File: src/hdl/cpu_macros.svh
`ifndef CPU_MACROS_SVH
`define CPU_MACROS_SVH

// datapath and instruction width
`define XLEN 16

// architectural registers
`define REG_COUNT 16

// data memory words, addressed by the low byte
`define DMEM_DEPTH 256

`endif

File: src/hdl/cpuPkg.sv
package cpuPkg;

    // opcode field, instr[15:12]
    typedef enum logic [3:0] {
        OP_ADD  = 4'b0000,
        OP_GRT  = 4'b0001,
        OP_SUB  = 4'b0010,
        OP_EQ   = 4'b0011,
        OP_JALR = 4'b0100,
        OP_LUI  = 4'b0101,
        OP_JAL  = 4'b0110,
        OP_NOP7 = 4'b0111,
        OP_ADDI = 4'b1000,
        OP_LW   = 4'b1001,
        OP_SW   = 4'b1010,
        OP_BNE  = 4'b1011,
        OP_WRI  = 4'b1100,
        OP_REA  = 4'b1101,
        OP_NOPE = 4'b1110,
        OP_NOPF = 4'b1111
    } opcodeE;

    typedef enum logic {
        ALU_ADD = 1'b0,
        ALU_SUB = 1'b1
    } aluOpE;

    typedef enum logic [1:0] {
        IMM_S4    = 2'd0,
        IMM_NONE  = 2'd1,
        IMM_S8    = 2'd2,
        IMM_UPPER = 2'd3
    } immKindE;

    typedef enum logic {
        IN1_RS1 = 1'b0,
        IN1_PC  = 1'b1
    } in1SelE;

    typedef enum logic [1:0] {
        IN2_RS2 = 2'd0,
        IN2_ONE = 2'd1,
        IN2_IMM = 2'd2
    } in2SelE;

    typedef enum logic [1:0] {
        RES_SUM = 2'd0,
        RES_GRT = 2'd1,
        RES_EQ  = 2'd2
    } resSelE;

    typedef struct packed {
        immKindE immKind;
        aluOpE   aluOp;
        in1SelE  in1Sel;
        in2SelE  in2Sel;
        resSelE  resSel;
        logic    regWrite;
        logic    memRead;
        logic    memWrite;
        logic    jump;
        logic    branch;
        logic    ioWrite;
        logic    ioRead;
    } ctrlWordT;

endpackage

File: src/hdl/ctrlBus.sv
`timescale 1ns/100ps
`include "cpu_macros.svh"

interface ctrlBus;
    import cpuPkg::*;

    // registered decode result, valid for the execute cycle
    ctrlWordT ctrl;
    logic     exec;

    // instruction fields captured with the control word
    logic [$clog2(`REG_COUNT)-1:0] rd;
    logic [$clog2(`REG_COUNT)-1:0] rs1;
    logic [$clog2(`REG_COUNT)-1:0] rs2;
    logic [7:0]                    imm8;

    modport cu (
        output ctrl, exec, rd, rs1, rs2, imm8
    );

    modport dp (
        input ctrl, exec, rd, rs1, rs2, imm8
    );

endinterface

File: src/hdl/controlUnit.sv
`timescale 1ns/100ps
`include "cpu_macros.svh"

module controlUnit (
    input  logic             CLK,
    input  logic             rstN,
    input  logic [`XLEN-1:0] instr,
    ctrlBus.cu               bus
);
    import cpuPkg::*;

    // 0 = decode, 1 = execute
    logic     phase;
    opcodeE   opcode;
    ctrlWordT decoded;

    assign opcode = opcodeE'(instr[15:12]);

    always_comb
    begin
        decoded          = '0;
        decoded.immKind  = IMM_NONE;
        decoded.aluOp    = ALU_ADD;
        decoded.in1Sel   = IN1_RS1;
        decoded.in2Sel   = IN2_RS2;
        decoded.resSel   = RES_SUM;
        case (opcode)
            OP_ADD:
            begin
                decoded.regWrite = 1'b1;
            end
            OP_GRT:
            begin
                decoded.aluOp    = ALU_SUB;
                decoded.resSel   = RES_GRT;
                decoded.regWrite = 1'b1;
            end
            OP_SUB:
            begin
                decoded.aluOp    = ALU_SUB;
                decoded.regWrite = 1'b1;
            end
            OP_EQ:
            begin
                decoded.aluOp    = ALU_SUB;
                decoded.resSel   = RES_EQ;
                decoded.regWrite = 1'b1;
            end
            OP_JAL, OP_JALR:
            begin
                // alu gives the link value pc + 1
                decoded.immKind  = (opcode == OP_JAL) ? IMM_S8 : IMM_S4;
                decoded.in1Sel   = IN1_PC;
                decoded.in2Sel   = IN2_ONE;
                decoded.regWrite = 1'b1;
                decoded.jump     = 1'b1;
            end
            OP_LUI:
            begin
                decoded.immKind  = IMM_UPPER;
                decoded.in2Sel   = IN2_IMM;
                decoded.regWrite = 1'b1;
            end
            OP_ADDI, OP_LW:
            begin
                decoded.immKind  = IMM_S4;
                decoded.in2Sel   = IN2_IMM;
                decoded.regWrite = 1'b1;
                decoded.memRead  = (opcode == OP_LW);
            end
            OP_SW:
            begin
                decoded.immKind  = IMM_S4;
                decoded.in2Sel   = IN2_IMM;
                decoded.memWrite = 1'b1;
            end
            OP_BNE:
            begin
                // branch target formed in the alu
                decoded.immKind  = IMM_S4;
                decoded.in1Sel   = IN1_PC;
                decoded.in2Sel   = IN2_IMM;
                decoded.branch   = 1'b1;
            end
            OP_WRI:
            begin
                decoded.ioWrite  = 1'b1;
            end
            OP_REA:
            begin
                decoded.regWrite = 1'b1;
                decoded.ioRead   = 1'b1;
            end
            default:
            begin
                // unused opcodes fall through with all enables clear
            end
        endcase
    end

    always_ff @(posedge CLK)
    begin
        if (!rstN)
        begin
            phase    <= 1'b0;
            bus.ctrl <= '0;
        end
        else
        begin
            phase <= ~phase;
            if (!phase)
                bus.ctrl <= decoded;
        end
    end

    // instruction fields latched on the decode edge
    always_ff @(posedge CLK)
    begin
        if (!phase)
        begin
            bus.rd   <= instr[11:8];
            // lui reads register 0 as its base
            bus.rs1  <= (opcode == OP_LUI) ? '0 : instr[7:4];
            bus.rs2  <= instr[3:0];
            bus.imm8 <= instr[7:0];
        end
    end

    assign bus.exec = phase;

endmodule

File: src/hdl/regFile.sv
`timescale 1ns/100ps
`include "cpu_macros.svh"

module regFile (
    input  logic             CLK,
    ctrlBus.dp               bus,
    input  logic [`XLEN-1:0] wrData,
    output logic [`XLEN-1:0] rs1Data,
    output logic [`XLEN-1:0] rs2Data,
    output logic [`XLEN-1:0] rdData
);

    logic [`XLEN-1:0] regs [`REG_COUNT];

    // register 0 is hardwired to zero
    function automatic logic [`XLEN-1:0] readReg(input logic [$clog2(`REG_COUNT)-1:0] idx);
        logic [`XLEN-1:0] value;
        value = (idx == '0) ? '0 : regs[idx];
        return value;
    endfunction

    always_ff @(posedge CLK)
    begin
        if (bus.exec && bus.ctrl.regWrite && (bus.rd != '0))
            regs[bus.rd] <= wrData;
    end

    always_comb
    begin
        rs1Data = readReg(bus.rs1);
        rs2Data = readReg(bus.rs2);
        // third port feeds sw data and the bne compare
        rdData  = readReg(bus.rd);
    end

endmodule

File: src/hdl/immGen.sv
`timescale 1ns/100ps
`include "cpu_macros.svh"

module immGen (
    ctrlBus.dp               bus,
    output logic [`XLEN-1:0] imm
);
    import cpuPkg::*;

    always_comb
    begin
        case (bus.ctrl.immKind)
            IMM_S4:
            begin
                // imm4 lives in the rs2 field
                imm = {{(`XLEN-4){bus.rs2[3]}}, bus.rs2};
            end
            IMM_S8:
            begin
                imm = {{(`XLEN-8){bus.imm8[7]}}, bus.imm8};
            end
            IMM_UPPER:
            begin
                imm = {bus.imm8, {(`XLEN-8){1'b0}}};
            end
            default:
            begin
                imm = '0;
            end
        endcase
    end

endmodule

File: src/hdl/aluUnit.sv
`timescale 1ns/100ps
`include "cpu_macros.svh"

module aluUnit (
    ctrlBus.dp               bus,
    input  logic [`XLEN-1:0] pc,
    input  logic [`XLEN-1:0] rs1Data,
    input  logic [`XLEN-1:0] rs2Data,
    input  logic [`XLEN-1:0] imm,
    output logic [`XLEN-1:0] aluResult
);
    import cpuPkg::*;

    logic [`XLEN-1:0] in1;
    logic [`XLEN-1:0] in2;
    logic [`XLEN:0]   sumExt;
    logic [`XLEN-1:0] sum;
    logic             borrow;
    logic             isZero;

    assign in1 = (bus.ctrl.in1Sel == IN1_PC) ? pc : rs1Data;

    always_comb
    begin
        case (bus.ctrl.in2Sel)
            IN2_ONE: in2 = {{(`XLEN-1){1'b0}}, 1'b1};
            IN2_IMM: in2 = imm;
            default: in2 = rs2Data;
        endcase
    end

    // one extra bit keeps the borrow of a subtract
    assign sumExt = (bus.ctrl.aluOp == ALU_SUB) ? ({1'b0, in1} - {1'b0, in2})
                                                : ({1'b0, in1} + {1'b0, in2});
    assign sum    = sumExt[`XLEN-1:0];
    assign borrow = sumExt[`XLEN];
    assign isZero = (sum == '0);

    // unsigned in1 > in2: no borrow and nonzero difference
    always_comb
    begin
        case (bus.ctrl.resSel)
            RES_GRT: aluResult = {{(`XLEN-1){1'b0}}, ~borrow & ~isZero};
            RES_EQ:  aluResult = {{(`XLEN-1){1'b0}}, isZero};
            default: aluResult = sum;
        endcase
    end

endmodule

File: src/hdl/pcUnit.sv
`timescale 1ns/100ps
`include "cpu_macros.svh"

module pcUnit (
    input  logic             CLK,
    input  logic             rstN,
    ctrlBus.dp               bus,
    input  logic [`XLEN-1:0] rs1Data,
    input  logic [`XLEN-1:0] rdData,
    input  logic [`XLEN-1:0] imm,
    input  logic [`XLEN-1:0] aluResult,
    output logic [`XLEN-1:0] pc
);
    import cpuPkg::*;

    logic [`XLEN-1:0] pcPlusOne;
    logic [`XLEN-1:0] jumpBase;
    logic [`XLEN-1:0] jumpTarget;
    logic [`XLEN-1:0] pcNext;
    logic             taken;

    assign pcPlusOne = pc + 1'b1;

    // jalr carries the 4-bit immediate and jumps from rs1, jal from pc
    assign jumpBase   = (bus.ctrl.immKind == IMM_S4) ? rs1Data : pc;
    assign jumpTarget = jumpBase + imm;

    // alu already holds pc + imm for bne
    assign taken = bus.ctrl.branch && (rdData != rs1Data);

    always_comb
    begin
        if (bus.ctrl.jump)
            pcNext = jumpTarget;
        else if (taken)
            pcNext = aluResult;
        else
            pcNext = pcPlusOne;
    end

    always_ff @(posedge CLK)
    begin
        if (!rstN)
            pc <= '0;
        else if (bus.exec)
            pc <= pcNext;
    end

endmodule

File: src/hdl/dataMem.sv
`timescale 1ns/100ps
`include "cpu_macros.svh"

module dataMem (
    input  logic                           CLK,
    ctrlBus.dp                             bus,
    input  logic [$clog2(`DMEM_DEPTH)-1:0] addr,
    input  logic [`XLEN-1:0]               wrData,
    output logic [`XLEN-1:0]               memData
);

    logic [`XLEN-1:0] mem [`DMEM_DEPTH];

    // store lands on the execute edge
    always_ff @(posedge CLK)
    begin
        if (bus.exec && bus.ctrl.memWrite)
            mem[addr] <= wrData;
    end

    // read is combinational so lw writes back in the same execute cycle
    assign memData = mem[addr];

endmodule

File: src/hdl/cpuTop.sv
`timescale 1ns/100ps
`include "cpu_macros.svh"

module cpuTop (
    input  logic             CLK,
    input  logic             rstN,
    input  logic [`XLEN-1:0] instr,
    input  logic [`XLEN-1:0] ioIn,
    output logic [`XLEN-1:0] pc,
    output logic [`XLEN-1:0] ioOut,
    output logic             ioStrobe
);

    ctrlBus bus ();

    logic [`XLEN-1:0] rs1Data;
    logic [`XLEN-1:0] rs2Data;
    logic [`XLEN-1:0] rdData;
    logic [`XLEN-1:0] imm;
    logic [`XLEN-1:0] aluResult;
    logic [`XLEN-1:0] memData;
    logic [`XLEN-1:0] wrData;

    controlUnit uCtrl (
        .CLK   (CLK),
        .rstN  (rstN),
        .instr (instr),
        .bus   (bus.cu)
    );

    regFile uRegs (
        .CLK     (CLK),
        .bus     (bus.dp),
        .wrData  (wrData),
        .rs1Data (rs1Data),
        .rs2Data (rs2Data),
        .rdData  (rdData)
    );

    immGen uImm (
        .bus (bus.dp),
        .imm (imm)
    );

    aluUnit uAlu (
        .bus       (bus.dp),
        .pc        (pc),
        .rs1Data   (rs1Data),
        .rs2Data   (rs2Data),
        .imm       (imm),
        .aluResult (aluResult)
    );

    pcUnit uPc (
        .CLK       (CLK),
        .rstN      (rstN),
        .bus       (bus.dp),
        .rs1Data   (rs1Data),
        .rdData    (rdData),
        .imm       (imm),
        .aluResult (aluResult),
        .pc        (pc)
    );

    // address wraps to the low byte of the sum
    dataMem uDmem (
        .CLK     (CLK),
        .bus     (bus.dp),
        .addr    (aluResult[$clog2(`DMEM_DEPTH)-1:0]),
        .wrData  (rdData),
        .memData (memData)
    );

    // write-back source
    always_comb
    begin
        if (bus.ctrl.memRead)
            wrData = memData;
        else if (bus.ctrl.ioRead)
            wrData = ioIn;
        else
            wrData = aluResult;
    end

    // output port, strobe follows a wri execute edge for one cycle
    always_ff @(posedge CLK)
    begin
        if (!rstN)
        begin
            ioOut    <= '0;
            ioStrobe <= 1'b0;
        end
        else
        begin
            ioStrobe <= bus.exec && bus.ctrl.ioWrite;
            if (bus.exec && bus.ctrl.ioWrite)
                ioOut <= rs1Data;
        end
    end

endmodule

File: config.mk
export PLATFORM = sky130hd
export DESIGN_NAME = cpuTop
export DESIGN_NICKNAME = d
export VERILOG_FILES = /design/src/hdl/cpuPkg.sv /design/src/hdl/ctrlBus.sv /design/src/hdl/controlUnit.sv /design/src/hdl/regFile.sv /design/src/hdl/immGen.sv /design/src/hdl/aluUnit.sv /design/src/hdl/pcUnit.sv /design/src/hdl/dataMem.sv /design/src/hdl/cpuTop.sv
export VERILOG_INCLUDE_DIRS = /design/src /design/src/hdl
export SDC_FILE = /design/constraint.sdc
export NUM_CORES = 2
export LEC_CHECK = 0
export ABC_CLOCK_PERIOD_IN_PS = 11700
export BUFFER_PORTS_ARGS = -buffer_cell sky130_fd_sc_hd__buf_2
export CAP_MARGIN = 20
export CORE_UTILIZATION = 40
export CTS_CLUSTER_DIAMETER = 80
export DETAILED_ROUTE_END_ITERATION = 6
export GPL_TIMING_DRIVEN = 0
export PLACE_DENSITY_LB_ADDON = 0.25
export SLEW_MARGIN = 20
export SYNTH_ARGS = -nofsm -noshare
export SYNTH_HDL_FRONTEND = slang
export SYNTH_HIERARCHICAL = 1
export SYNTH_MEMORY_MAX_BITS = 65536
export SYNTH_SLANG_ARGS = --single-unit
File: constraint.sdc
create_clock -name CLK -period 11.7 [get_ports CLK]
set_clock_uncertainty 0.15 [all_clocks]
set_input_delay 0.585 -clock CLK [delete_from_list [all_inputs] [get_ports CLK]]
set_output_delay 0.585 -clock CLK [all_outputs]
set_load 0.03 [all_outputs]
### After elaboration in Yosys (flattened, before gate mapping)

Memory sizes are Yosys's and may differ from the RTL's. A register that Yosys moved wholly into a read port is not among the register bits.
Cells that the tools add are included.
Widths: inputs -> output; s select.

| word-level totals | value |
|---|---|
| bits of input ports | 34 |
| memories | 2 |
| RAM bits | 4,352 |
| output and inout bits | 33 |
| flip-flop bits (word level) | 69 |

Memories:

| memory | depth | bits a word | read ports | clocked after memory_dff | write ports | line | source |
|---|---|---|---|---|---|---|---|
| uDmem.mem | 256 | 16 | 1 | 0 | 1 | dataMem.sv:12 | `` logic [`XLEN-1:0] mem [`DMEM_DEPTH]; `` |
| uRegs.regs | 16 | 16 | 3 | 3 | 1 | regFile.sv:13 | `` logic [`XLEN-1:0] regs [`REG_COUNT]; `` |

| cells by class | value |
|---|---|
| muxes and demuxes | 34 |
| equality and inequality tests | 19 |
| reductions and logical operators | 19 |
| $add $sub $neg | 4 |
| bitwise gates (word level) | 4 |

Operators with widths:

| operator | count |
|---|---|
| $mux 16 | 9 |
| $pmux 16 s2 | 2 |
| $pmux 16 s3 | 1 |
| $eq 4x4->1 const B | 6 |
| $add 16x16->17 | 1 |
| $mux 17 | 1 |
| $sub 16x16->17 | 1 |
| $add 16x1->16 const B | 1 |
| $add 16x16->16 | 1 |
| $logic_not 16->1 | 1 |
| $logic_not 4->1 | 4 |
| $mux 4 | 4 |
| $ne 16x16->1 | 1 |
| $mux 1 | 13 |
| $eq 4x3->1 const B | 3 |
| $reduce_or 10->1 | 1 |
| $eq 2x2->1 const B | 4 |
| $eq 4x2->1 const B | 2 |
| $pmux 2 s2 | 2 |
| $pmux 2 s3 | 1 |
| $reduce_or 3->1 | 2 |
| $logic_and 1x1->1 | 5 |
| $reduce_or 5->1 | 1 |
| $eq 2x1->1 const B | 2 |
| other kinds (8) | 11 |

### Logic depth before layout (Yosys ltp)

| depth | value |
|---|---|
| word-level depth | 11 |
| gate-level depth with buffers | 33 |

### By module

Netlist, hierarchy kept.

By module, submodules not included:

| module | cells each | times used | seq. area each (um^2) | area an instance (um^2) |
|---|---|---|---|---|
| dataMem | 6,688 | 1 | 122,998.0 | 154,760.9 |
| regFile | 674 | 1 | 7,236.9 | 13,217.7 |
| pcUnit | 275 | 1 | 320.3 | 2,158.3 |
| aluUnit | 244 | 1 | 0.0 | 1,767.9 |
| controlUnit | 104 | 1 | 800.8 | 1,285.0 |
| cpuTop | 127 | 1 | 340.3 | 1,092.3 |
| immGen | 37 | 1 | 0.0 | 285.3 |

### Worst setup path before layout

OpenSTA, ideal clock, no wires.

| timing path | value |
|---|---|
| path kind | flip-flop to flip-flop |
| start point | reg uCtrl.bus.rd[1] |
| end point | reg uPc.pc[13] |
| cell stages (with the launch flop) | 14 |
| data required time | 11.430 ns |
| library setup time | 0.120 ns |
| buffers on the path | 3 |
| period minus slack after synthesis | 10.330 ns |
| path slack | 1.370 ns |
| data arrival time | 10.059 ns |
| cells stage by stage | edfxtp_1 > buf_4 > buf_2 > buf_2 > a21oi_1 > a211oi_1 > a211oi_1 > a21oi_1 > xnor2_1 > nand4_1 > o41ai_4 > mux2_2 > o221ai_1 > nor3_1 |

| on the way | value |
|---|---|
| cells in the longest elaborated chain, start to end | 6 |

RTL lines:

| what | line | source |
|---|---|---|
| start, declared | ctrlBus.sv:18 | `output ctrl, exec, rd, rs1, rs2, imm8` |
| start signal, assigned | controlUnit.sv:121 | `bus.rd <= instr[11:8];` |
| $logic_not 4->1 | regFile.sv:18 | `value = (idx == '0) ? '0 : regs[idx];` |
| $mux 16 | regFile.sv:18 |  |
| via rdData[10] | cpuTop.sv:18 | `` logic [`XLEN-1:0] rdData; `` |
| $ne 16x16->1 | pcUnit.sv:29 | `assign taken = bus.ctrl.branch && (rdData != rs1Data);` |
| $logic_and 1x1->1 | pcUnit.sv:29 |  |
| $mux 16 | pcUnit.sv:35 | `else if (taken)` |
| $mux 16 | pcUnit.sv:33 | `if (bus.ctrl.jump)` |
| end signal, assigned | pcUnit.sv:46 | `pc <= pcNext;` |
| end, declared | pcUnit.sv:12 | `` output logic [`XLEN-1:0] pc `` |

The timed path passes the listed nets, and every way through them passes these cells.
A chain may end at the register's enable or synchronous reset.

### Worst setup path in the final report

| timing path | value |
|---|---|
| start point | reg uCtrl.bus.rs2[1] |
| end point | mem uRegs/regs[8][14] (netlist bit), data pin |

| on the way | value |
|---|---|
| cells in the longest elaborated chain, start to end | 11 |

RTL lines:

| what | line | source |
|---|---|---|
| start, declared | ctrlBus.sv:18 |  |
| start signal, assigned | controlUnit.sv:124 | `bus.rs2 <= instr[3:0];` |
| $logic_not 4->1 * | regFile.sv:18 |  |
| $mux 16 * | regFile.sv:18 |  |
| via rs2Data[9] | cpuTop.sv:17 | `` logic [`XLEN-1:0] rs2Data; `` |
| $pmux 16 s2 * | aluUnit.sv:25 | `case (bus.ctrl.in2Sel)` |
| $add 16x16->17 or $sub 16x16->17 (tied branches) | aluUnit.sv:34, aluUnit.sv:33 |  |
| $mux 17 * | aluUnit.sv:33 | `assign sumExt = (bus.ctrl.aluOp == ALU_SUB) ? ({1'b0, in1} - {1'b0, in2})` |
| $logic_not 16->1 | aluUnit.sv:37 | `assign isZero = (sum == '0);` |
| $not 1->1 | aluUnit.sv:43 | `` RES_GRT: aluResult = {{(`XLEN-1){1'b0}}, ~borrow & ~isZero}; `` |
| $and 1x1->1 | aluUnit.sv:43 |  |
| $pmux 16 s2 * | aluUnit.sv:42 | `case (bus.ctrl.resSel)` |
| via aluResult[0] | cpuTop.sv:20 | `` logic [`XLEN-1:0] aluResult; `` |
| $mem_v2 256x16 * | - |  |
| via memData[14] | cpuTop.sv:21 | `` logic [`XLEN-1:0] memData; `` |
| $mux 16 * | cpuTop.sv:77 | `if (bus.ctrl.memRead)` |
| via wrData[14] | cpuTop.sv:22 | `` logic [`XLEN-1:0] wrData; `` |
| end, declared | regFile.sv:13 |  |

Mark *: on every way through the listed nets, which the timed path passes. The rest lies on a longest branch.

==> qor.txt <==
First-pass GRT wire length: 731,600 um
R2r startpoint: uCtrl/bus.rs2[1]$_DFFE_PN_
Final Non-Filler Cells: 15,250
GRT overflow: 0
Unrepaired setup endpoints after global routing: false
CP arrival: 11.90 ns
Drt wl/cell: 34.86 um
Drt pass-1 iters: 7
Slew Limit Headroom: 7.792%
FFs w/ async S/R, synth: 0%
Share of cells above drive strength 1: 31.61%
Maximum fanout along the worst path: 16
F_max: 87.70 MHz
FILL cells: 35,210
Synth Instances: 8,149
Area Growth Syn to Fin: 18.03%
Largest net degree at the start of global routing: 73
Peak supply drop: 0.0002150 V
Tcrit/Tclk final: 97.45%
Slew @ Worst Pin: 1.380 ns
CP Buf/Inv Count: 7
Pwr Total: 49.81 mW
Top cells by area, synth: edfxtp_1, mux4_2, a22oi_1, a21oi_1, nor2_1
Max Slew Vio Count: 0
Most frequent cells in the layout: edfxtp_1, mux4_2, a22oi_1, clkbuf_16, clkbuf_1
Rows: 242
# clock sinks: 4,402
Top-area cell type share of the netlist area: 74.88%
Placeable Area: 0.4345 mm^2
Crit-path max cell delay: 0.68 ns
Fin crit period: 11.40 ns
RR Endpoint: uRegs/regs[8][14]$_DFFE_PP_
Syn Area/Cell: 21.42 um^2
Initial antenna violation count: 38
CTS tree: built
Total CTS buffers: 446
Vias in the first global route: 92,500
Worst skew pair latency: 1.06 ns
Sequential-to-total area share from yosys stat: 75.44%
Num ports: 67
H-tree levels: 5
Crit path kind: flip-flop to flip-flop
Final ANT Viol Nets: 0
Leakage dissipation: 64.00 nW
DRT iter0 DRCs: 12,830
Top_reg_cell synth: edfxtp_1
R2R setup slack: 0.30 ns
Type of the worst min-delay path: input port to flip-flop
Status: complete, but fails checks
Final Core Density: 47.42%
DP Cell Count: 14,390
Drt total wl: 531,600 um
Critical path's top delay family: compound AO/OA/AOI/OAI gates
CP endpoint: uRegs/regs[8][14]$_DFFE_PP_
Clk root buf: clkbuf_16
Most area-hungry cell type in the Yosys netlist: edfxtp_1
Chip height: 662.6 um
Final setup fails: 0
DP Wirelength: 374,400 um
# DRC: 45
CP Launch Point: uCtrl/bus.rs2[1]$_DFFE_PN_
Die outline area: 0.4391 mm^2
Startpoint Class: flip-flop
NumNets Final: 9,205
Die Wd: 662.6 um
Initial Util: 40.18%
Failing checks: design-rule violations
Required arrival time at the worst endpoint: 12.20 ns
Mapped Nets: 8,224
Clock buffer depth: 4
Synth warn: 6
Number of max-cap violations: 0
Post-Syn Area: 0.1746 mm^2
Setup repair bufs after CTS: 0
Slowest-stage cell, CP: clkbuf_1
PD cells: 241.8 mW/mm^2
Via count: 93,200
GRT Overall Usage: 23.68%
Unique masters post-synth: 90
GPL Wtd Cong: 0.9652
Setup crit end kind: flip-flop
IO buf count: 62
Number of synthesized flops with an enable pin: 4,353
Fin. Hold Viols: 0
Register bit total from synthesis: 4,402
Worst path depth: 30
Most common cell after layout, fill and taps aside: edfxtp_1
Clock transition at path regs: 0.06 ns
Vias per cell: 6.112
Cells on worst reg2reg path: 30
[through the flow]
stage               setup WS, ns  TNS (ns)  cell area [um^2]  hold WS, ns
floorplan                  1.370         0            174600       0.3085
finish                    0.2981         0            206000       0.1520
CTS                      0.04158         0            205700      0.05881
global route             0.02085         0            206000       0.1177
global placement          -10.95         -            182100       0.3573
detailed placement       -0.2464    -21.44            191400       0.3573
[layer usage]
metal / GRT usage [%] / share of wire [%]
met4: 10.17 / 5.0
met3: 5.768 / 10
met5: 0.5969 / 0.089
met2: 36.94 / 46
met1: 31.77 / 38
[final cells by class]
type                    instances  area [um^2]  share of cell area (%)
repair buffers                533         8401                   4.077
plain buffers                 528         2591                   1.258
inverters                      22        82.58                 0.04008
flip-flops and latches       4402       131700                   63.92
well taps                    5734         7174                   3.482
clock inverters               257         2440                   1.184
diodes                         21        52.55                 0.02551
multi-input cells            3197        41940                   20.36
clock buffers                 554        11650                   5.655
[cell families (layout without fill, tap and decap cells)]
kind of cell / Yosys count / after routing / synth area share (%)
adder cells (fa/ha/maj): 41 / 41 / 0.3025
multiplexers: 1328 / 1328 / 16.32
AND/OR/NAND/NOR: 589 / 589 / 1.540
AO/OA/AOI/OAI: 1172 / 1172 / 4.621
flip-flops: 4402 / 4402 / 75.44
XOR/XNOR: 66 / 66 / 0.3311
buffers and inverters: 550 / 1894 / 1.446
other: 1 / 22 / 0.002148
[what timing repair did]
action | CTS | global route
pin swaps | 0 | 7
hold buffers | 23 | 0
cloned | 0 | 0
endpoints found under the setup margin | 166 | 433
hold endpoints to repair | 42 | 0
resized for setup | 6 | 43
[report_power, final]
group	switching, mW	internal, mW	total [mW]
registers	0.0312	17.9	18.0
clock network	6.06	7.77	13.8
logic	12.4	5.55	18.0
total	18.5	31.3	49.8
[worst register-to-register path, delay by kind of cell, from the launching register on]
family | cells | cell delay [ns]
adders and majority gates | 1 | 0.28
DFF | 1 | 0.41
buffers and inverters | 7 | 3.19
xor gates and xnor gates | 2 | 0.41
AOI/OAI and AO/OA | 11 | 3.26
muxes | 3 | 1.63
and+or+nand+nor | 6 | 1.74
[worst min path at each step]
| stage | startpoint | endpoint | slack [ns] | cells after the start |
|---|---|---|---|---|
| detailed placement | uCtrl/bus.ctrl[9]$_SDFFE_PN0N_ | uCtrl/bus.ctrl[9]$_SDFFE_PN0N_ | 0.36 | 2 |
| finish | instr[3] | uCtrl/bus.imm8[3]$_DFFE_PN_ | 0.15 | 2 |
| global route | ioIn[0] | uRegs/regs[2][0]$_DFFE_PP_ | 0.12 | 4 |
| global placement | uCtrl/bus.ctrl[9]$_SDFFE_PN0N_ | uCtrl/bus.ctrl[9]$_SDFFE_PN0N_ | 0.36 | 2 |
| floorplan | uCtrl/bus.ctrl[4]$_SDFFE_PN0N_ | uCtrl/bus.ctrl[4]$_SDFFE_PN0N_ | 0.31 | 2 |
| CTS | ioIn[0] | uRegs/regs[10][0]$_DFFE_PP_ | 0.06 | 4 |
[synth_stat cells, types with 23 or more instances]
| master | count |
|---|---|
| and2_1 | 23 |
| a21oi_1 | 324 |
| dfxtp_1 | 49 |
| xnor2_1 | 43 |
| mux2_2 | 71 |
| a211oi_1 | 25 |
| clkbuf_1 | 300 |
| o41ai_1 | 70 |
| o21ai_0 | 53 |
| a22oi_1 | 526 |
| nand4_1 | 30 |
| o21a_1 | 26 |
| mux4_2 | 1181 |
| buf_2 | 140 |
| ha_1 | 39 |
| nand2_1 | 115 |
| xor2_1 | 23 |
| nor2_1 | 303 |
| mux2i_1 | 56 |
| buf_4 | 29 |
| a22o_1 | 35 |
| buf_1 | 37 |
| edfxtp_1 | 4353 |
[sequential cells by signal, indices dropped and copies added (netlist names), 3 cells and up]
register        cells
uCtrl/bus.rs1       4
uDmem/mem        4096
ioOut              16
uCtrl/bus.rd        4
uPc/pc             16
uCtrl/bus.imm8      5
uRegs/regs        241
uCtrl/bus.rs2       3
uCtrl/bus.ctrl     15
(Power assumes the default switching activity.)
